### src/hdl/ice_cfg_pkg.sv
`default_nettype none

package ice_cfg_pkg;

	// Configuration register address
	typedef logic [7:0] cfg_addr_t;

	// EIN clock half-period in clk cycles
	typedef logic [15:0] ein_div_t;

	// Register map
	localparam cfg_addr_t CFG_EIN_DIV_LO = 8'd0;
	localparam cfg_addr_t CFG_EIN_DIV_HI = 8'd1;
	localparam cfg_addr_t CFG_SCRATCH = 8'd2;

	// Version reported by a 'V' query, high byte goes first
	localparam logic [15:0] ICE_VERSION = 16'h0103;

endpackage

`default_nettype wire

### src/hdl/ice_bus_pkg.sv
`default_nettype none

package ice_bus_pkg;

	// One UART character or bus byte
	typedef logic [7:0] ice_char_t;

	// Payload byte count of a frame
	typedef logic [7:0] ice_len_t;

	// Frame type codes sent by the host
	localparam ice_char_t FRAME_VERSION = 8'h56;
	localparam ice_char_t FRAME_CONFIG = 8'h63;
	localparam ice_char_t FRAME_EIN = 8'h65;

	// Response type codes
	localparam ice_char_t RESP_ACK = 8'h00;
	localparam ice_char_t RESP_NAK = 8'h01;

	// Bus controller states, receive side then response side
	typedef enum logic [2:0] {
		IDLE,
		GET_ID,
		GET_LEN,
		GET_PAYLOAD,
		SEND_TYPE,
		SEND_ID,
		SEND_LEN,
		SEND_DATA
	} ctrl_state_t;

endpackage

`default_nettype wire
### src/hdl/ice_top.sv
`default_nettype none

module ice_top #(
	parameter int BAUD_DIV = 8
) (
	input wire clk,
	input wire reset,
	input wire uart_rx,
	output wire uart_tx,
	output wire ein_edi,
	output wire ein_eci,
	output wire ein_emo
);
	import ice_bus_pkg::*;
	import ice_cfg_pkg::*;

	// UART character links
	ice_char_t rx_data;
	logic rx_latch;
	ice_char_t tx_data;
	logic tx_latch;
	logic tx_empty;

	// Config and query links
	logic cfg_we;
	cfg_addr_t cfg_addr;
	ice_char_t cfg_wdata;
	logic [1:0] qry_idx;
	ice_char_t qry_data;
	logic evt_incr;

	// EIN links
	ein_div_t ein_div;
	logic ein_load;
	ice_char_t ein_data;
	logic ein_busy;

	// Host serial link
	uart #(
		.BAUD_DIV(BAUD_DIV)
	) u_uart (
		.clk(clk),
		.reset(reset),
		.rx_in(uart_rx),
		.tx_out(uart_tx),
		.tx_latch(tx_latch),
		.tx_data(tx_data),
		.tx_empty(tx_empty),
		.rx_data(rx_data),
		.rx_latch(rx_latch)
	);

	// Frame parser and response sequencer
	ice_bus_ctrl u_ctrl (
		.clk(clk),
		.reset(reset),
		.rx_char(rx_data),
		.rx_char_valid(rx_latch),
		.tx_char(tx_data),
		.tx_char_valid(tx_latch),
		.tx_char_ready(tx_empty),
		.cfg_we(cfg_we),
		.cfg_addr(cfg_addr),
		.cfg_wdata(cfg_wdata),
		.qry_idx(qry_idx),
		.qry_data(qry_data),
		.evt_incr(evt_incr),
		.ein_load(ein_load),
		.ein_data(ein_data),
		.ein_busy(ein_busy)
	);

	// Settings, version and event counter
	basics_regs u_basics (
		.clk(clk),
		.reset(reset),
		.cfg_we(cfg_we),
		.cfg_addr(cfg_addr),
		.cfg_wdata(cfg_wdata),
		.qry_idx(qry_idx),
		.qry_data(qry_data),
		.evt_incr(evt_incr),
		.ein_div(ein_div)
	);

	// Three-wire EIN port
	ein_serializer u_ein (
		.clk(clk),
		.reset(reset),
		.ein_div(ein_div),
		.ein_load(ein_load),
		.ein_data(ein_data),
		.ein_busy(ein_busy),
		.edi(ein_edi),
		.eci(ein_eci),
		.emo(ein_emo)
	);

endmodule

`default_nettype wire

### src/hdl/ein_serializer.sv
`default_nettype none

module ein_serializer (
	input wire clk,
	input wire reset,
	input wire ice_cfg_pkg::ein_div_t ein_div,
	input wire ein_load,
	input wire ice_bus_pkg::ice_char_t ein_data,
	output logic ein_busy,
	output logic edi,
	output logic eci,
	output logic emo
);
	import ice_bus_pkg::*;
	import ice_cfg_pkg::*;

	ice_char_t shift;
	ein_div_t half_cnt;
	logic [2:0] bit_cnt;
	logic active;
	logic half_done;
	logic byte_done;

	// A divider of zero still gives one-cycle halves
	assign half_done = (half_cnt + ein_div_t'(1)) >= ein_div;
	// Final cycle of the high phase of bit 7
	assign byte_done = active & eci & half_done & (bit_cnt == 3'd7);
	// Drops one cycle early so a follow-on load keeps emo high
	assign ein_busy = active & ~byte_done;

	always_ff @(posedge clk or posedge reset) begin
		if (reset) begin
			active <= 1'b0;
			eci <= 1'b0;
			emo <= 1'b0;
			edi <= 1'b0;
			half_cnt <= '0;
			bit_cnt <= '0;
		end else if (!active) begin
			if (ein_load) begin
				// MSB presented while ECI is low
				active <= 1'b1;
				emo <= 1'b1;
				eci <= 1'b0;
				edi <= ein_data[7];
				half_cnt <= '0;
				bit_cnt <= '0;
			end else begin
				emo <= 1'b0;
				edi <= 1'b0;
			end
		end else if (half_done) begin
			half_cnt <= '0;
			eci <= ~eci;
			// Falling ECI moves on to the next bit
			if (eci) begin
				if (bit_cnt == 3'd7) begin
					active <= 1'b0;
				end else begin
					bit_cnt <= bit_cnt + 3'd1;
					edi <= shift[6];
				end
			end
		end else begin
			half_cnt <= half_cnt + ein_div_t'(1);
		end
	end

	// Byte shift register, MSB first
	always_ff @(posedge clk) begin
		if (!active && ein_load)
			shift <= ein_data;
		else if (active && half_done && eci)
			shift <= {shift[6:0], 1'b0};
	end

endmodule

`default_nettype wire

### src/hdl/basics_regs.sv
`default_nettype none

module basics_regs (
	input wire clk,
	input wire reset,
	input wire cfg_we,
	input wire ice_cfg_pkg::cfg_addr_t cfg_addr,
	input wire ice_bus_pkg::ice_char_t cfg_wdata,
	input wire [1:0] qry_idx,
	output ice_bus_pkg::ice_char_t qry_data,
	input wire evt_incr,
	output ice_cfg_pkg::ein_div_t ein_div
);
	import ice_bus_pkg::*;
	import ice_cfg_pkg::*;

	ice_char_t scratch;
	// Global event counter, wraps at 255
	ice_char_t evt_count;

	always_ff @(posedge clk or posedge reset) begin
		if (reset) begin
			ein_div <= ein_div_t'(4);
			scratch <= '0;
			evt_count <= '0;
		end else begin
			if (cfg_we) begin
				case (cfg_addr)
					CFG_EIN_DIV_LO: ein_div[7:0] <= cfg_wdata;
					CFG_EIN_DIV_HI: ein_div[15:8] <= cfg_wdata;
					CFG_SCRATCH: scratch <= cfg_wdata;
					// Unmapped addresses dropped
					default: ;
				endcase
			end
			if (evt_incr)
				evt_count <= evt_count + 8'd1;
		end
	end

	// Query bytes in response order
	always_comb begin
		case (qry_idx)
			2'd0: qry_data = ICE_VERSION[15:8];
			2'd1: qry_data = ICE_VERSION[7:0];
			2'd2: qry_data = evt_count;
			// Index 3 reads back scratch
			default: qry_data = scratch;
		endcase
	end

endmodule

`default_nettype wire

### src/hdl/ice_bus_ctrl.sv
`default_nettype none

module ice_bus_ctrl (
	input wire clk,
	input wire reset,
	input wire ice_bus_pkg::ice_char_t rx_char,
	input wire rx_char_valid,
	output ice_bus_pkg::ice_char_t tx_char,
	output logic tx_char_valid,
	input wire tx_char_ready,
	output logic cfg_we,
	output ice_cfg_pkg::cfg_addr_t cfg_addr,
	output ice_bus_pkg::ice_char_t cfg_wdata,
	output logic [1:0] qry_idx,
	input wire ice_bus_pkg::ice_char_t qry_data,
	output logic evt_incr,
	output logic ein_load,
	output ice_bus_pkg::ice_char_t ein_data,
	input wire ein_busy
);
	import ice_bus_pkg::*;

	ctrl_state_t state;
	ice_char_t frame_type;
	ice_char_t frame_id;
	ice_len_t frame_len;
	ice_len_t pay_cnt;

	// One byte buffer ahead of the EIN serializer
	ice_char_t ein_hold;
	logic ein_pend;

	logic known_type;
	ice_char_t resp_type;
	ice_len_t resp_len;
	logic tx_go;
	logic pay_done;
	logic ein_idle;

	assign known_type = (frame_type == FRAME_VERSION) || (frame_type == FRAME_CONFIG) ||
		(frame_type == FRAME_EIN);
	assign resp_type = known_type ? RESP_ACK : RESP_NAK;
	// Only a version query carries response data
	assign resp_len = (frame_type == FRAME_VERSION) ? 8'd3 : 8'd0;

	// UART free and no latch still in flight
	assign tx_go = tx_char_ready & ~tx_char_valid;
	assign pay_done = (pay_cnt == frame_len);
	// Nothing buffered, nothing being loaded, serializer done
	assign ein_idle = ~ein_pend & ~ein_load & ~ein_busy;

	// FSM and strobes
	always_ff @(posedge clk or posedge reset) begin
		if (reset) begin
			state <= IDLE;
			pay_cnt <= '0;
			ein_pend <= 1'b0;
			ein_load <= 1'b0;
			cfg_we <= 1'b0;
			tx_char_valid <= 1'b0;
			evt_incr <= 1'b0;
			qry_idx <= '0;
		end else begin
			cfg_we <= 1'b0;
			tx_char_valid <= 1'b0;
			evt_incr <= 1'b0;
			ein_load <= 1'b0;
			// Hand buffered byte to the serializer once it frees up
			if (ein_pend && !ein_busy && !ein_load) begin
				ein_load <= 1'b1;
				ein_pend <= 1'b0;
			end
			case (state)
				IDLE: begin
					if (rx_char_valid)
						state <= GET_ID;
				end
				GET_ID: begin
					if (rx_char_valid)
						state <= GET_LEN;
				end
				GET_LEN: begin
					if (rx_char_valid) begin
						pay_cnt <= '0;
						state <= (rx_char == 8'd0) ? SEND_TYPE : GET_PAYLOAD;
					end
				end
				GET_PAYLOAD: begin
					if (pay_done) begin
						// EIN frames answer only after the last bit is out
						if (frame_type != FRAME_EIN || ein_idle)
							state <= SEND_TYPE;
					end else if (rx_char_valid) begin
						pay_cnt <= pay_cnt + 8'd1;
						// Second config byte carries the data
						if (frame_type == FRAME_CONFIG && pay_cnt == 8'd1)
							cfg_we <= 1'b1;
						if (frame_type == FRAME_EIN)
							ein_pend <= 1'b1;
					end
				end
				SEND_TYPE: begin
					if (tx_go) begin
						tx_char_valid <= 1'b1;
						state <= SEND_ID;
					end
				end
				SEND_ID: begin
					if (tx_go) begin
						tx_char_valid <= 1'b1;
						state <= SEND_LEN;
					end
				end
				SEND_LEN: begin
					if (tx_go) begin
						tx_char_valid <= 1'b1;
						qry_idx <= '0;
						state <= SEND_DATA;
					end
				end
				SEND_DATA: begin
					if (tx_go) begin
						// UART idle after the final byte ends the frame
						if (qry_idx == resp_len[1:0]) begin
							evt_incr <= 1'b1;
							state <= IDLE;
						end else begin
							tx_char_valid <= 1'b1;
							qry_idx <= qry_idx + 2'd1;
						end
					end
				end
				default: state <= IDLE;
			endcase
		end
	end

	// Frame header and payload capture
	always_ff @(posedge clk) begin
		if (rx_char_valid) begin
			case (state)
				IDLE: frame_type <= rx_char;
				GET_ID: frame_id <= rx_char;
				GET_LEN: frame_len <= rx_char;
				GET_PAYLOAD: begin
					if (!pay_done) begin
						if (pay_cnt == 8'd0)
							cfg_addr <= rx_char;
						if (pay_cnt == 8'd1)
							cfg_wdata <= rx_char;
						ein_hold <= rx_char;
					end
				end
				default: ;
			endcase
		end
		if (ein_pend && !ein_busy && !ein_load)
			ein_data <= ein_hold;
		// Response byte picked by state
		if (tx_go) begin
			case (state)
				SEND_TYPE: tx_char <= resp_type;
				SEND_ID: tx_char <= frame_id;
				SEND_LEN: tx_char <= resp_len;
				SEND_DATA: tx_char <= qry_data;
				default: ;
			endcase
		end
	end

endmodule

`default_nettype wire

### src/hdl/uart.sv
`default_nettype none

module uart #(
	parameter int BAUD_DIV = 8
) (
	input wire clk,
	input wire reset,
	input wire rx_in,
	output logic tx_out,
	input wire tx_latch,
	input wire ice_bus_pkg::ice_char_t tx_data,
	output logic tx_empty,
	output ice_bus_pkg::ice_char_t rx_data,
	output logic rx_latch
);
	import ice_bus_pkg::*;

	// Last cycle of a bit and the mid-bit sample point
	localparam logic [15:0] BIT_LAST = 16'(BAUD_DIV - 1);
	localparam logic [15:0] BIT_MID = 16'(BAUD_DIV / 2);

	logic [1:0] rx_sync;
	logic rx_busy;
	logic [15:0] rx_cnt;
	logic [3:0] rx_bit;
	logic rx_stop;
	ice_char_t rx_shift;

	logic [9:0] tx_shift;
	logic [15:0] tx_cnt;
	logic [3:0] tx_bit;

	// Receiver control
	always_ff @(posedge clk or posedge reset) begin
		if (reset) begin
			rx_sync <= 2'b11;
			rx_busy <= 1'b0;
			rx_cnt <= '0;
			rx_bit <= '0;
			rx_latch <= 1'b0;
		end else begin
			rx_sync <= {rx_sync[0], rx_in};
			rx_latch <= 1'b0;
			if (!rx_busy) begin
				// Falling edge on an idle line starts a frame
				if (!rx_sync[1]) begin
					rx_busy <= 1'b1;
					rx_cnt <= '0;
					rx_bit <= '0;
				end
			end else begin
				if (rx_cnt == BIT_LAST) begin
					rx_cnt <= '0;
					if (rx_bit == 4'd9) begin
						// Ten bit times done, hand over only with a good stop bit
						rx_busy <= 1'b0;
						rx_latch <= rx_stop;
					end else begin
						rx_bit <= rx_bit + 4'd1;
					end
				end else begin
					rx_cnt <= rx_cnt + 16'd1;
				end
				// Start bit gone high again at mid-bit means a glitch
				if (rx_cnt == BIT_MID && rx_bit == 4'd0 && rx_sync[1])
					rx_busy <= 1'b0;
			end
		end
	end

	// Receiver data path
	always_ff @(posedge clk) begin
		if (rx_busy && rx_cnt == BIT_MID) begin
			// LSB arrives first
			if (rx_bit >= 4'd1 && rx_bit <= 4'd8)
				rx_shift <= {rx_sync[1], rx_shift[7:1]};
			if (rx_bit == 4'd9)
				rx_stop <= rx_sync[1];
		end
		if (rx_busy && rx_cnt == BIT_LAST && rx_bit == 4'd9)
			rx_data <= rx_shift;
	end

	// Transmitter, start bit in the LSB of the shift register
	always_ff @(posedge clk or posedge reset) begin
		if (reset) begin
			tx_shift <= '1;
			tx_empty <= 1'b1;
			tx_cnt <= '0;
			tx_bit <= '0;
		end else if (tx_empty) begin
			if (tx_latch) begin
				tx_shift <= {1'b1, tx_data, 1'b0};
				tx_empty <= 1'b0;
				tx_cnt <= '0;
				tx_bit <= '0;
			end
		end else if (tx_cnt == BIT_LAST) begin
			tx_cnt <= '0;
			// Shift in ones so the line idles high
			tx_shift <= {1'b1, tx_shift[9:1]};
			if (tx_bit == 4'd9)
				tx_empty <= 1'b1;
			else
				tx_bit <= tx_bit + 4'd1;
		end else begin
			tx_cnt <= tx_cnt + 16'd1;
		end
	end

	assign tx_out = tx_shift[0];

endmodule

`default_nettype wire

### config.mk
export PLATFORM = sky130hd
export DESIGN_NAME = ice_top
export DESIGN_NICKNAME = d
export VERILOG_FILES = /design/src/hdl/ice_cfg_pkg.sv /design/src/hdl/ice_bus_pkg.sv /design/src/hdl/ice_top.sv /design/src/hdl/ein_serializer.sv /design/src/hdl/basics_regs.sv /design/src/hdl/ice_bus_ctrl.sv /design/src/hdl/uart.sv
export SDC_FILE = /design/constraint.sdc
export NUM_CORES = 1
export LEC_CHECK = 0
export ABC_CLOCK_PERIOD_IN_PS = 5700
export BUFFER_PORTS_ARGS = -buffer_cell sky130_fd_sc_hd__buf_2
export CAP_MARGIN = 10
export CELL_PAD_IN_SITES_DETAIL_PLACEMENT = 0
export CELL_PAD_IN_SITES_GLOBAL_PLACEMENT = 2
export CORE_MARGIN = 5
export CORE_UTILIZATION = 37
export DETAILED_ROUTE_END_ITERATION = 16
export PLACE_DENSITY_LB_ADDON = 0.1
export SLEW_MARGIN = 20
export SYNTH_ARGS = -nofsm -noshare
export SYNTH_HDL_FRONTEND = slang
export SYNTH_HIERARCHICAL = 1
export SYNTH_SLANG_ARGS = --single-unit
### constraint.sdc
create_clock -name clk -period 5.7 [get_ports clk]
set_clock_uncertainty 0.05 [all_clocks]
set_input_delay 1.425 -clock clk [delete_from_list [all_inputs] [get_ports clk]]
set_output_delay 1.425 -clock clk [all_outputs]
set_load 0.05 [all_outputs]
# --- Word-level counts from Yosys, hierarchy flattened ---
# Index checks and enable logic that the tools add are counted.
op_classes:
  n_div: 0
  reduce_logical: 52
  n_eq_ne: 45
  shifts: 0
  n_addsub: 9
  bitwise: 14
  muxes: 93
  multipliers: 0
  order_cmp: 3
op_table:
  columns: ["op", "count"]
  rows:
  - ["16-bit 2-to-1 mux", 9]
  - ["16-bit by 1-bit adder with 16-bit output, second input constant", 3]
  - ["16-bit by 3-bit equality test with 1-bit output, second input constant", 3]
  - ["3-bit 2-to-1 mux", 16]
  - ["1-bit 2-to-1 mux", 42]
  - ["4-bit 2-to-1 mux", 8]
  - ["8-bit one-hot mux with 4 select lines", 1]
  - ["10-bit 2-to-1 mux", 3]
  - ["8-bit by 7-bit equality test with 1-bit output, second input constant", 3]
  - ["8-bit zero test", 3]
  - ["8-bit 2-to-1 mux", 3]
  - ["3-bit one-hot mux with 8 select lines", 1]
  - ["8-bit one-hot mux with 3 select lines", 1]
  - ["2-bit != test, second input constant", 11]
  - ["2-bit AND reduction", 11]
  - ["2-bit by 1-bit != test with 1-bit output, second input constant", 10]
  - ["4-bit AND reduction", 5]
  - ["8-bit by 1-bit adder with 8-bit output, second input constant", 2]
  - ["8-bit by 1-bit equality test with 1-bit output, second input constant", 2]
  - ["16-bit >= comparator", 1]
  - ["8-bit one-hot mux with 2 select lines", 1]
  - ["3-bit equality test, second input constant", 5]
  - ["7-bit 2-to-1 mux", 2]
  - ["1-bit logical AND", 12]
  - ["other kinds (29)", 58]
totals:
  latchBits: 0
  n_memories: 0
  reg_bits: 216
  in_bits: 3
  mem_bits_ro: 0
  ram_bits: 0
  elab_cells: 255
  output_inout_bits: 4

# --- Longest topological paths before layout ---
# Gate-level depths: netlist (run 1).
depth:
  ltp_word: 14
  mapped_depth: 16

# --- By module ---
# Netlist (run 1), hierarchy kept.
modules_own_cells:
  columns: ["module", "cells_each", "area_each_um2", "seq_area_each_um2", "instances"]
  rows:
  - ["uart", 353, 3646.0, 1876.8, 1]
  - ["ice_bus_ctrl", 228, 3301.9, 2372.3, 1]
  - ["ein_serializer", 191, 1970.6, 785.8, 1]
  - ["basics_regs", 101, 1418.9, 802.0, 1]

# --- Least setup slack after synthesis (run 1) ---
# Ideal clock, no wire load.
synth_path:
  kind: "register -> register"
  startpoint: "register u_ein.half_cnt[0]"
  endpoint: "register u_ctrl.ein_data[0], enable pin"
  path_stages_with_launch: 13
  period_less_slack_ns: 4.221
  slack_ns: 1.479
  setup_ns: 0.387
  path_buffers: 0
  arrival_ns: 3.783
  required_ns: 5.263
  path_cell_list: "dfrtp_1 and3_1 nand3_1 nor3b_1 and3_1 xor2_1 ha_1 nand4_1 or3_1 or3_4 a31oi_1 a21oi_1 nor3b_1"
synth_via:
  elab_chain_cells: 9
synth_lines:
  columns: ["item", "line", "rtl"]
  rows:
  - ["start, declared", "ein_serializer.sv:18", "ein_div_t half_cnt;"]
  - ["start signal, assigned", "ein_serializer.sv:65", "half_cnt <= half_cnt + ein_div_t'(1);"]
  - ["16-bit by 1-bit adder with 16-bit output", "ein_serializer.sv:25", "assign half_done = (half_cnt + ein_div_t'(1)) >= ein_div;"]
  - ["16-bit >= comparator", "ein_serializer.sv:25", null]
  - ["1-bit AND (2 in a row)", "ein_serializer.sv:27", "assign byte_done = active & eci & half_done & (bit_cnt == 3'd7);"]
  - ["1-bit NOT", "ein_serializer.sv:29", "assign ein_busy = active & ~byte_done;"]
  - ["1-bit AND", "ein_serializer.sv:29", null]
  - ["named net ein_busy", "ice_top.sv:36", "logic ein_busy;"]
  - ["1-bit zero test", "ice_bus_ctrl.sv:157", "if (ein_pend && !ein_busy && !ein_load)"]
  - ["1-bit logical AND (2 in a row)", "ice_bus_ctrl.sv:157", null]
  - ["end signal, assigned", "ice_bus_ctrl.sv:158", "ein_data <= ein_hold;"]
  - ["end, declared", "ice_bus_ctrl.sv:18", "output ice_bus_pkg::ice_char_t ein_data,"]
# The timed path passes the listed nets, and every way through them passes these cells.
# A chain may end at the register's enable or synchronous reset.

# --- Final worst setup path (run 1) ---
layout_path:
  startpoint: "register u_ein.half_cnt[4]"
  endpoint: "register u_ctrl.state[0]"
layout_via:
  elab_chain_cells: 11
layout_lines:
  columns: ["item", "line", "rtl"]
  rows:
  - ["16-bit by 1-bit adder with 16-bit output", "ein_serializer.sv:25", null]
  - ["16-bit >= comparator", "ein_serializer.sv:25", null]
  - ["1-bit AND (2 in a row)", "ein_serializer.sv:27", null]
  - ["1-bit NOT", "ein_serializer.sv:29", null]
  - ["1-bit AND", "ein_serializer.sv:29", null]
  - ["named net ein_busy", "ice_top.sv:36", null]
  - ["1-bit NOT", "ice_bus_ctrl.sv:50", "assign ein_idle = ~ein_pend & ~ein_load & ~ein_busy;"]
  - ["1-bit AND", "ice_bus_ctrl.sv:50", null]
  - ["1-bit logical OR", "ice_bus_ctrl.sv:91", "if (frame_type != FRAME_EIN || ein_idle)"]
  - ["2-bit by 1-bit != test with 1-bit output (no line)", null, null]
  - ["10-bit AND reduction (no line)", null, null]
  - ["end signal, assigned", "ice_bus_ctrl.sv:85", "state <= (rx_char == 8'd0) ? SEND_TYPE : GET_PAYLOAD;"]
  - ["end, declared", "ice_bus_ctrl.sv:23", "ctrl_state_t state;"]
# The timed path passes the listed nets, and every way through them passes these cells.

==> flow_metrics.env, run 1 <==
export IMPL_start_util=0.373
export IMPL_antenna_found_initial=0
export IMPL_cts_hold_buf=0
export IMPL_swShare=0.244
export IMPL_fp_dieW_um=177
export IMPL_fmax_ghz=0.220
export IMPL_cts_htree_levels=1
export IMPL_grt_pass1_vias=6868
export IMPL_drt_iter0_markers=467
export IMPL_synth_top_family_by_area="simple AND/OR/NAND/NOR gates"
export IMPL_pin_count=7
export IMPL_path_class="reg2reg"
export IMPL_power_density_mw_per_mm2=300
export IMPL_ant_nets=0
export IMPL_synth_cells=873
export IMPL_regToRegSetupSlack_ps=1160
export IMPL_gp_congestion=0.759
export IMPL_gr_usage_all_layers=0.145
export IMPL_num_fill_cells=2589
export IMPL_area_growth_pct=11.5
export IMPL_dp_cells=1229
export IMPL_synth_mux_area_frac=0.0554
export IMPL_min_period_ps=4540
export IMPL_required_ps=6070
export IMPL_die_area_sq_mm=0.0314
export IMPL_hold_viol=0
export IMPL_clock_latency_ps=530
export IMPL_synth_compound_area_frac=0.120
export IMPL_drive_gt1_frac=0.140
export IMPL_std_cell_rows=61
export IMPL_die_y_um=177
export IMPL_post_cts_resized=0
export IMPL_synth_xor_area_frac=0.0288
export IMPL_p_leak_nw=4.71
export IMPL_power_frac_comb=0.057
export IMPL_multi_input_area_sq_mm=0.00418
export IMPL_synth_area_sq_mm=0.0103
export IMPL_vias=6852
export IMPL_core_sq_mm=0.0277
export IMPL_whs_ps=305
export IMPL_arrival_ps=4910
export IMPL_portBuffers=6
export IMPL_synth_warning_count=6
export IMPL_instances_no_fill=1277
export IMPL_p_int_mw=2.62
export IMPL_setup_viol=0
export IMPL_cts_tree="yes"
export IMPL_synth_top_area_frac=0.276
export IMPL_seq_area_sq_mm=0.00584
export IMPL_synth_area_leaders="dfrtp_1 (28%), edfxtp_1 (26%), ha_1 (3.8%)"
export IMPL_switching_power_uw=845
export IMPL_grt_first_pass_wirelength_um=37300
export IMPL_seqPwrFrac=0.492
export IMPL_r2r_end="u_ctrl/state[0]"
export IMPL_diodes=0
export IMPL_drc_errors=0
export IMPL_crit_fanout=5
export IMPL_nets=913
export IMPL_timing_final_max_slew_violations=0
export IMPL_cp_startpoint="u_ein/half_cnt[4]"
export IMPL_clock_sinks=215
export IMPL_hold_path_class="reg2reg"
export IMPL_post_cts_buffers=0
export IMPL_critPathCapture="u_ctrl/state[0]"
export IMPL_yosysMostFrequentCell="dfrtp_1"
export IMPL_synthTopCellsByCount="dfrtp_1 (114), edfxtp_1 (88), nand2_1 (66)"
export IMPL_viasPerCell=5.37
export IMPL_first_pass_iters=5
export IMPL_synthArstFlopShare=0.591
export IMPL_drv_cap=0
export IMPL_synth_simple_area_share=0.163
export IMPL_ys_flop_type="dfrtp_1"
export IMPL_end_kind="flop"
export IMPL_min_from="u_uart/rx_sync[0]"
export IMPL_grt_overflow_total=0
export IMPL_synth_edff_count=88
export IMPL_seq_area_frac_synth=0.565
export IMPL_tns_ps=0
export IMPL_synth_fa_ha_area_frac=0.0375
export IMPL_ys_seq_elements=215
export IMPL_path_clk_slew_ps=60
export IMPL_run_status="complete, no violations"
export IMPL_r2r_start="u_ein/half_cnt[4]"
export IMPL_relSlewSlack=0.334
export IMPL_rsz0062_at_grt="no"
export IMPL_numCtsBuffers=26
export IMPL_wl_per_cell_um=17.6
export IMPL_ir_worst_vdd_mv=0.254
export IMPL_synth_avg_cell_area_sq_um=11.8
export IMPL_hpwlAfterDp_um=15000
export IMPL_synth_top_area_cell="dfrtp_1"
export IMPL_cts_buffer_depth=3
export IMPL_synth_cell_type_count=81
export IMPL_syn_nets=907
export IMPL_ff2ff_path_depth=15
export IMPL_clockPowerShare=0.450
export IMPL_grt_max_degree=55
export IMPL_root_buffer="clkbuf_16"
export IMPL_worst_pin_slew_ps=991
export IMPL_drt_total_wl_um=22400
export IMPL_startpoint_type="flop"
export IMPL_fin_crit_sh=0.796
==> final cells by class <==
type / count / share of cell area
Inverter: 43 / 0.0140
Tap cell: 378 / 0.0410
Clock buffer: 29 / 0.0574
Sequential cell: 215 / 0.506
Multi-Input combinational cell: 583 / 0.363
Clock inverter: 19 / 0.0132
Timing Repair Buffer: 10 / 0.00521
==> power groups by stage <==
| stage | logic (mW) | clock network, mW | registers (mW) |
|---|---|---|---|
| detailed placement | 0.200 | 0 | 1.73 |
| global placement | 0.196 | 0 | 1.73 |
| global route | 0.232 | 1.68 | 1.71 |
| floorplan | 0.162 | 0 | 1.72 |
| finish | 0.199 | 1.56 | 1.71 |
| CTS | 0.201 | 1.61 | 1.70 |
==> sequential cells by signal, summed over array words and instances (netlist names), 9 cells and up <==
name / cells
u_basics/ein_div: 16
u_ein/half_cnt: 16
u_uart/tx_cnt: 16
u_uart/rx_cnt: 16
u_uart/tx_shift: 9
==> placed cells by master (no fill, tap or decap), types with 7 or more instances in the layout <==
master / netlist / routed
nor3_1: 15 / 15
a22o_1: 16 / 16
mux2i_1: 19 / 19
a31oi_1: 29 / 29
xor2_1: 14 / 14
nand3_1: 31 / 31
a21o_1: 19 / 19
dfstp_2: 13 / 13
a211oi_1: 11 / 11
nor3b_1: 9 / 8
edfxtp_1: 88 / 88
nand2b_1: 9 / 9
xnor2_1: 20 / 20
clkinv_2: 0 / 7
mux2_2: 34 / 34
nand2_1: 66 / 66
dfrtp_1: 114 / 114
clkbuf_16: 0 / 26
nor2b_1: 19 / 19
and2_1: 8 / 8
nor2_1: 40 / 40
nand4_1: 20 / 20
o21ai_0: 32 / 32
and3_1: 15 / 15
or4_1: 7 / 7
ha_1: 31 / 31
inv_1: 43 / 41
nor4_1: 9 / 9
and4_1: 10 / 10
a21oi_1: 19 / 19
o211ai_1: 7 / 7
==> layer usage <==
layer,global-route usage,part of all wire
met2,0.223,0.45
met1,0.212,0.49
met4,0.0426,0.025
met5,0,0
met3,0.0248,0.041
==> stage by stage <==
stage               area (sq um)  power (mW)   util  setup slack (ps)
floorplan                  10300        1.88      -              1480
global placement           10700        1.93  0.387              1210
detailed placement         10700        1.93  0.387              1170
CTS                        11500        3.52  0.416              1120
global route               11500        3.62  0.416               690
finish                     11500        3.46  0.416              1160
==> worst max-delay path: stages (launching register included) <==
cell	delay (ps)
dfrtp_1	420
and3_1	190
nand3_1	190
nor3b_1	520
and3_1	290
xor2_1	90
ha_1	340
nand4_1	170
or3_1	430
or3_4	440
a31oi_1	320
a21oi_1	170
nor3_1	300
o41a_1	190
o211ai_1	110
a21o_1	210
==> logic make-up after synthesis <==
group / after synthesis
AOI/OAI and AO/OA: 175
muxes: 53
DFF: 215
buffers and inverters: 75
and+or+nand+nor: 290
adders and majority gates: 31
xor gates and xnor gates: 34
==> how the worst min path moves through the flow <==
| stage | cells past startpoint | to |
|---|---|---|
| after floorplan | 0 | u_uart/rx_sync[1] |
| after global placement | 0 | u_uart/rx_sync[1] |
| after detailed placement | 0 | u_uart/rx_sync[1] |
| after CTS | 0 | u_uart/rx_sync[1] |
| after global routing | 0 | u_uart/rx_sync[1] |
| final | 0 | u_uart/rx_sync[1] |
Power figures use the tool's default switching activity.
==> run 2, diff against run 1 <==
--- a/config.mk
+++ b/config.mk
@@ -5,7 +5,8 @@
 export SDC_FILE = /design/constraint.sdc
 export NUM_CORES = 1
 export LEC_CHECK = 0
-export ABC_CLOCK_PERIOD_IN_PS = 5700
+export ABC_AREA = 1
+export ABC_CLOCK_PERIOD_IN_PS = 4600
 export BUFFER_PORTS_ARGS = -buffer_cell sky130_fd_sc_hd__buf_2
 export CAP_MARGIN = 10
 export CELL_PAD_IN_SITES_DETAIL_PLACEMENT = 0
==> constraint.sdc (replaced) <==
create_clock -name clk -period 4.6 [get_ports clk]
set_clock_uncertainty 0.05 [all_clocks]
set_input_delay 1.15 -clock clk [delete_from_list [all_inputs] [get_ports clk]]
set_output_delay 1.15 -clock clk [all_outputs]
set_load 0.05 [all_outputs]
==> run 2 against run 1 <==
Effect of this change:
- flip-flop and latch count stayed put
- worst setup slack gained 73 ps
- critical path type unchanged
- largest cell class unchanged
- first-iteration DRC count fell by 15%
- die area increased by 5.2%
==> flow_metrics.env, run 2 <==
export IMPL_run_status="complete, no violations"
export IMPL_crit_fanout=18
export IMPL_drive_gt1_frac=0.103
export IMPL_cts_tree="yes"
export IMPL_startpoint_type="flop"
export IMPL_numCtsBuffers=26
export IMPL_antenna_found_initial=0
export IMPL_p_leak_nw=5.52
export IMPL_root_buffer="clkbuf_16"
export IMPL_ys_seq_elements=215
export IMPL_min_period_ps=3370
export IMPL_power_density_mw_per_mm2=372
export IMPL_regToRegSetupSlack_ps=1230
export IMPL_yosysMostFrequentCell="nand2_1"
export IMPL_grt_max_degree=33
export IMPL_timing_final_max_slew_violations=0
export IMPL_synth_cells=1233
export IMPL_portBuffers=6
export IMPL_r2r_end="u_ein/shift[5]"
export IMPL_synth_area_sq_mm=0.0109
export IMPL_hpwlAfterDp_um=17300
export IMPL_num_fill_cells=2889
export IMPL_fmax_ghz=0.297
export IMPL_die_y_um=182
export IMPL_final_cell_mix="nand2_1 (343), inv_1 (148), nand3_1 (114), dfrtp_1 (114), nor2_1 (112)"
export IMPL_fp_dieW_um=182
export IMPL_fin_area_sq_mm=0.0122
export IMPL_area_growth_pct=11.9
export IMPL_synthTopCellsByCount="nand2_1 (343), inv_1 (150), dfrtp_1 (114), nand3_1 (114), nor2_1 (112)"
export IMPL_fin_crit_sh=0.732
export IMPL_fin_ws_ps=1230
export IMPL_clock_sinks=215
export IMPL_final_common_cell="nand2_1"
export IMPL_nets=1283
export IMPL_total_power_mw=4.55
export IMPL_post_cts_resized=0
export IMPL_post_cts_buffers=0
export IMPL_relSlewSlack=0.337
export IMPL_synth_top_area_cell="dfrtp_1"
export IMPL_drv_cap=0
export IMPL_synth_area_leaders="dfrtp_1 (26%), edfxtp_1 (24%), nand2_1 (12%)"
export IMPL_clockPowerShare=0.480
export IMPL_hold_viol=0
export IMPL_swShare=0.231
export IMPL_cts_hold_buf=0
export IMPL_pin_count=7
export IMPL_vias=7843
export IMPL_wl_per_cell_um=15.0
export IMPL_r2r_start="u_ein/half_cnt[0]"
export IMPL_gp_congestion=0.774
export IMPL_arrival_ps=3480
export IMPL_switching_power_mw=1.05
export IMPL_power_frac_comb=0.054
export IMPL_syn_nets=1267
export IMPL_synth_cell_type_count=49
export IMPL_first_pass_iters=6
export IMPL_start_util=0.377
export IMPL_ys_flop_type="dfrtp_1"
export IMPL_synth_top_area_frac=0.261
export IMPL_instances_no_fill=1653
export IMPL_synthArstFlopShare=0.591
export IMPL_required_ps=4710
export IMPL_holdPathStages=0
export IMPL_p_int_mw=3.49
export IMPL_synth_edff_count=88
export IMPL_hold_path_class="reg2reg"
export IMPL_end_kind="flop"
export IMPL_ff2ff_path_depth=14
export IMPL_dp_slack_ps=1200
export IMPL_final_core_util=0.422
export IMPL_ant_nets=0
export IMPL_drt_iter0_markers=395
export IMPL_critPathCapture="u_ein/shift[5]"
export IMPL_path_class="reg2reg"
export IMPL_cp_startpoint="u_ein/half_cnt[0]"
export IMPL_seq_area_frac_synth=0.535
export IMPL_synth_avg_cell_area_sq_um=8.85
export IMPL_grt_overflow_total=0
export IMPL_rsz0062_at_grt="no"
export IMPL_seqPwrFrac=0.466
export IMPL_cts_buffer_depth=3
export IMPL_viasPerCell=4.74
export IMPL_drc_errors=0
export IMPL_whs_ps=306
export IMPL_grt_first_pass_wirelength_um=41400
export IMPL_gr_usage_all_layers=0.151
export IMPL_path_clk_slew_ps=60
export IMPL_ir_worst_vdd_mv=0.195
export IMPL_place_area_sq_mm=0.0113
export IMPL_die_area_sq_mm=0.0330
export IMPL_cts_htree_levels=1
export IMPL_worst_pin_slew_ps=987
export IMPL_clock_latency_ps=530
export IMPL_std_cell_rows=62
export IMPL_diodes=0
export IMPL_core_sq_mm=0.0289
export IMPL_dp_cells=1605
export IMPL_tns_ps=0
export IMPL_drt_total_wl_um=24700
export IMPL_synth_warning_count=6
export IMPL_setup_viol=0
export IMPL_grt_pass1_vias=7906
[run 2: worst min path at each step]
stage	startpoint	endpoint	slack, ps
2_1_floorplan	u_uart/rx_sync[0]	u_uart/rx_sync[1]	300
3_5_place_dp	u_uart/rx_sync[0]	u_uart/rx_sync[1]	300
5_1_grt	u_uart/rx_sync[0]	u_uart/rx_sync[1]	310
4_1_cts	u_uart/rx_sync[0]	u_uart/rx_sync[1]	310
6_report	u_uart/rx_sync[0]	u_uart/rx_sync[1]	310
3_3_place_gp	u_uart/rx_sync[0]	u_uart/rx_sync[1]	300
[run 2: power by group through the flow]
stage | combinational, mW | sequential [mW] | clock, mW
floorplan | 0.212 | 2.13 | 0
global placement | 0.253 | 2.16 | 0
detailed placement | 0.252 | 2.15 | 0
CTS | 0.253 | 2.12 | 2.26
global route | 0.295 | 2.13 | 2.35
finish | 0.246 | 2.12 | 2.18
[run 2: logic make-up (layout without fill, tap and decap cells)]
| family | Yosys count | count (layout) | synth area share |
|---|---|---|---|
| flip-flops | 215 | 215 | 0.535 |
| adder cells (fa/ha/maj) | 31 | 31 | 0.0356 |
| buffers and inverters | 181 | 217 | 0.0707 |
| AND/OR/NAND/NOR | 672 | 672 | 0.279 |
| XOR/XNOR | 35 | 35 | 0.0281 |
| AO/OA/AOI/OAI | 99 | 99 | 0.0517 |
[run 2: cell type report]
| cell class | instances | area [sq um] | share of cell area |
|---|---|---|---|
| Clock inverter | 17 | 239 | 0.0196 |
| Timing Repair Buffer | 10 | 60.1 | 0.00492 |
| Clock buffer | 31 | 689 | 0.0565 |
| Inverter | 159 | 597 | 0.0489 |
| Sequential cell | 215 | 5840 | 0.478 |
| Multi-Input combinational cell | 837 | 4300 | 0.352 |
| Tap cell | 384 | 480 | 0.0394 |
[run 2: layer usage]
layer  track usage  part of all wire  up-vias
met4        0.0303             0.015        0
met5             0                 0        -
met3        0.0204             0.024       23
li1              -                 -     4061
met1         0.215              0.50     3683
met2         0.248              0.46       76
[run 2: critical path, cell delays in order (launching register included)]
cell and delay, ps:
dfrtp_1 410, ha_1 210, nand3_1 180, inv_1 150
nand2_2 80, or3_1 320, nand2_1 100, inv_1 60
ha_1 280, nand4_1 90, nor2_1 110, nand2_1 90
nand3_2 290, nand2_1 120, nor2_1 470
==> run 3, diff against run 2 <==
--- a/config.mk
+++ b/config.mk
@@ -6,7 +6,7 @@
 export NUM_CORES = 1
 export LEC_CHECK = 0
 export ABC_AREA = 1
-export ABC_CLOCK_PERIOD_IN_PS = 4600
+export ABC_CLOCK_PERIOD_IN_PS = 3450
 export BUFFER_PORTS_ARGS = -buffer_cell sky130_fd_sc_hd__buf_2
 export CAP_MARGIN = 10
 export CELL_PAD_IN_SITES_DETAIL_PLACEMENT = 0
==> constraint.sdc (replaced) <==
create_clock -name clk -period 3.45 [get_ports clk]
set_clock_uncertainty 0.05 [all_clocks]
set_input_delay 0.8625 -clock clk [delete_from_list [all_inputs] [get_ports clk]]
set_output_delay 0.8625 -clock clk [all_outputs]
set_load 0.05 [all_outputs]
==> run 3 against run 2 <==
Effect of this change:
- die area stayed put
- register-to-register slack lost 900 ps
- global-route usage shrank 0.12 points
- maximum frequency grew 7.9%
- via count increased by 1.2%
- clock-buffer cell count up 1
- sequential share of layout area fell by 0.18 points
- critical endpoint is now u_ctrl/state[1]
==> flow_metrics.env, run 3 (synthesized netlist as in run 2, its figures left out) <==
export IMPL_run_status="complete, no violations"
export IMPL_area_growth_pct=12.3
export IMPL_vias=7934
export IMPL_numCtsBuffers=26
export IMPL_portBuffers=6
export IMPL_cts_tree="yes"
export IMPL_path_class="reg2reg"
export IMPL_grt_first_pass_wirelength_um=41300
export IMPL_fin_area_sq_mm=0.0122
export IMPL_clock_latency_ps=530
export IMPL_arrival_ps=3490
export IMPL_min_period_ps=3120
export IMPL_multi_input_area_sq_mm=0.00432
export IMPL_crit_fanout=4
export IMPL_antenna_found_initial=0
export IMPL_drv_cap=0
export IMPL_timing_final_max_slew_violations=0
export IMPL_worst_pin_slew_ps=874
export IMPL_grt_pass1_vias=7948
export IMPL_path_clk_slew_ps=60
export IMPL_p_leak_nw=5.51
export IMPL_fin_crit_sh=0.904
export IMPL_viasPerCell=4.78
export IMPL_cts_htree_levels=1
export IMPL_startpoint_type="flop"
export IMPL_cts_buffer_depth=3
export IMPL_seq_area_sq_mm=0.00584
export IMPL_pin_count=7
export IMPL_grt_max_degree=39
export IMPL_clock_sinks=215
export IMPL_fp_dieW_um=182
export IMPL_required_ps=3820
export IMPL_die_y_um=182
export IMPL_final_common_cell="nand2_1"
export IMPL_final_cell_mix="nand2_1 (343), inv_1 (148), dfrtp_1 (114), nand3_1 (113), nor2_1 (112)"
export IMPL_diodes=0
export IMPL_tns_ps=0
export IMPL_first_pass_iters=5
export IMPL_grt_overflow_total=0
export IMPL_hpwlAfterDp_um=17200
export IMPL_ir_worst_vdd_mv=0.276
export IMPL_drc_errors=0
export IMPL_hold_path_class="reg2reg"
export IMPL_gr_usage_all_layers=0.150
export IMPL_setup_viol=0
export IMPL_cts_hold_buf=0
export IMPL_die_area_sq_mm=0.0330
export IMPL_power_density_mw_per_mm2=487
export IMPL_num_fill_cells=2884
export IMPL_hold_viol=0
export IMPL_std_cell_rows=62
export IMPL_relSlewSlack=0.417
export IMPL_fmax_ghz=0.321
export IMPL_end_kind="flop"
export IMPL_root_buffer="clkbuf_16"
export IMPL_place_area_sq_mm=0.0113
export IMPL_core_sq_mm=0.0289
export IMPL_wl_per_cell_um=15.0
export IMPL_nets=1290
export IMPL_drive_gt1_frac=0.108
export IMPL_ant_nets=0
export IMPL_gp_congestion=0.759
export IMPL_drt_iter0_markers=376
export IMPL_drt_total_wl_um=24800
export IMPL_start_util=0.377
## run 3: repair_timing
action | in CTS | in global routing
endpoints found under the setup margin | 0 | 3
buffers inserted | 0 | 2
gates resized for setup | 0 | 4
endpoints found under the hold margin | 0 | 0
## run 3: through the flow
stage / std cells / util / hold slack, ps / total power [mW] / worst slack (ps)
final: 1660 / 0.423 / 307 / 5.97 / 330
after floorplan: 1233 / - / 295 / 3.12 / 272
after CTS: 1658 / 0.422 / 308 / 6.08 / 200
after detailed placement: 1610 / 0.391 / 299 / 3.22 / 215
after global routing: 1660 / 0.423 / 313 / 6.24 / -13.7
after global placement: 1610 / 0.391 / 297 / 3.22 / 285
## run 3: path summary, 6_finish.rpt
check	start	end	slack [ps]	cells past startpoint
worst max-delay path	u_ein/half_cnt[0]	u_ctrl/state[1]	330	22
worst min-delay path	u_uart/rx_sync[0]	u_uart/rx_sync[1]	310	0
worst max register to register	u_ein/half_cnt[0]	u_ctrl/state[1]	330	22
worst min register to register	u_uart/rx_sync[0]	u_uart/rx_sync[1]	310	0
max in group asynchronous	reset	u_ctrl/ein_load	2270	2
min in group asynchronous	reset	u_uart/tx_bit[1]	360	2
## run 3: area by class of cell
cell class                      count  share of cell area
Clock inverter                     16              0.0162
Tap cell                          384              0.0392
Clock buffer                       32              0.0566
Timing Repair Buffer               17              0.0102
Multi-Input combinational cell    837               0.353
Sequential cell                   215               0.477
Inverter                          159              0.0487
## run 3: metal layers
metal	routed length [um]	vias up	GRT usage
met2	11400	81	0.248
met4	350	0	0.0300
li1	-	4078	-
met5	0	-	0
met3	784	30	0.0212
met1	12300	3745	0.211
## run 3: power by group
group | total [mW] | switching, mW | internal [mW]
registers | 2.82 | 0.0894 | 2.73
logic | 0.336 | 0.214 | 0.121
clock network | 2.81 | 1.08 | 1.73
## run 3: critical path, cell delays in order (launching register included)
cell	delay [ps]
dfrtp_1	400
ha_1	220
nand3_2	130
inv_2	100
nand2_2	70
or3_1	310
nand2_1	100
inv_1	50
ha_1	280
nand3_1	90
a21oi_1	60
nor2_1	160
nand2_1	140
a31oi_2	210
nor2_1	80
nand2_1	90
nand2_1	70
nor2_2	120
nor2_2	50
nand2_2	70
inv_2	40
nand3_1	60
nand2_1	50
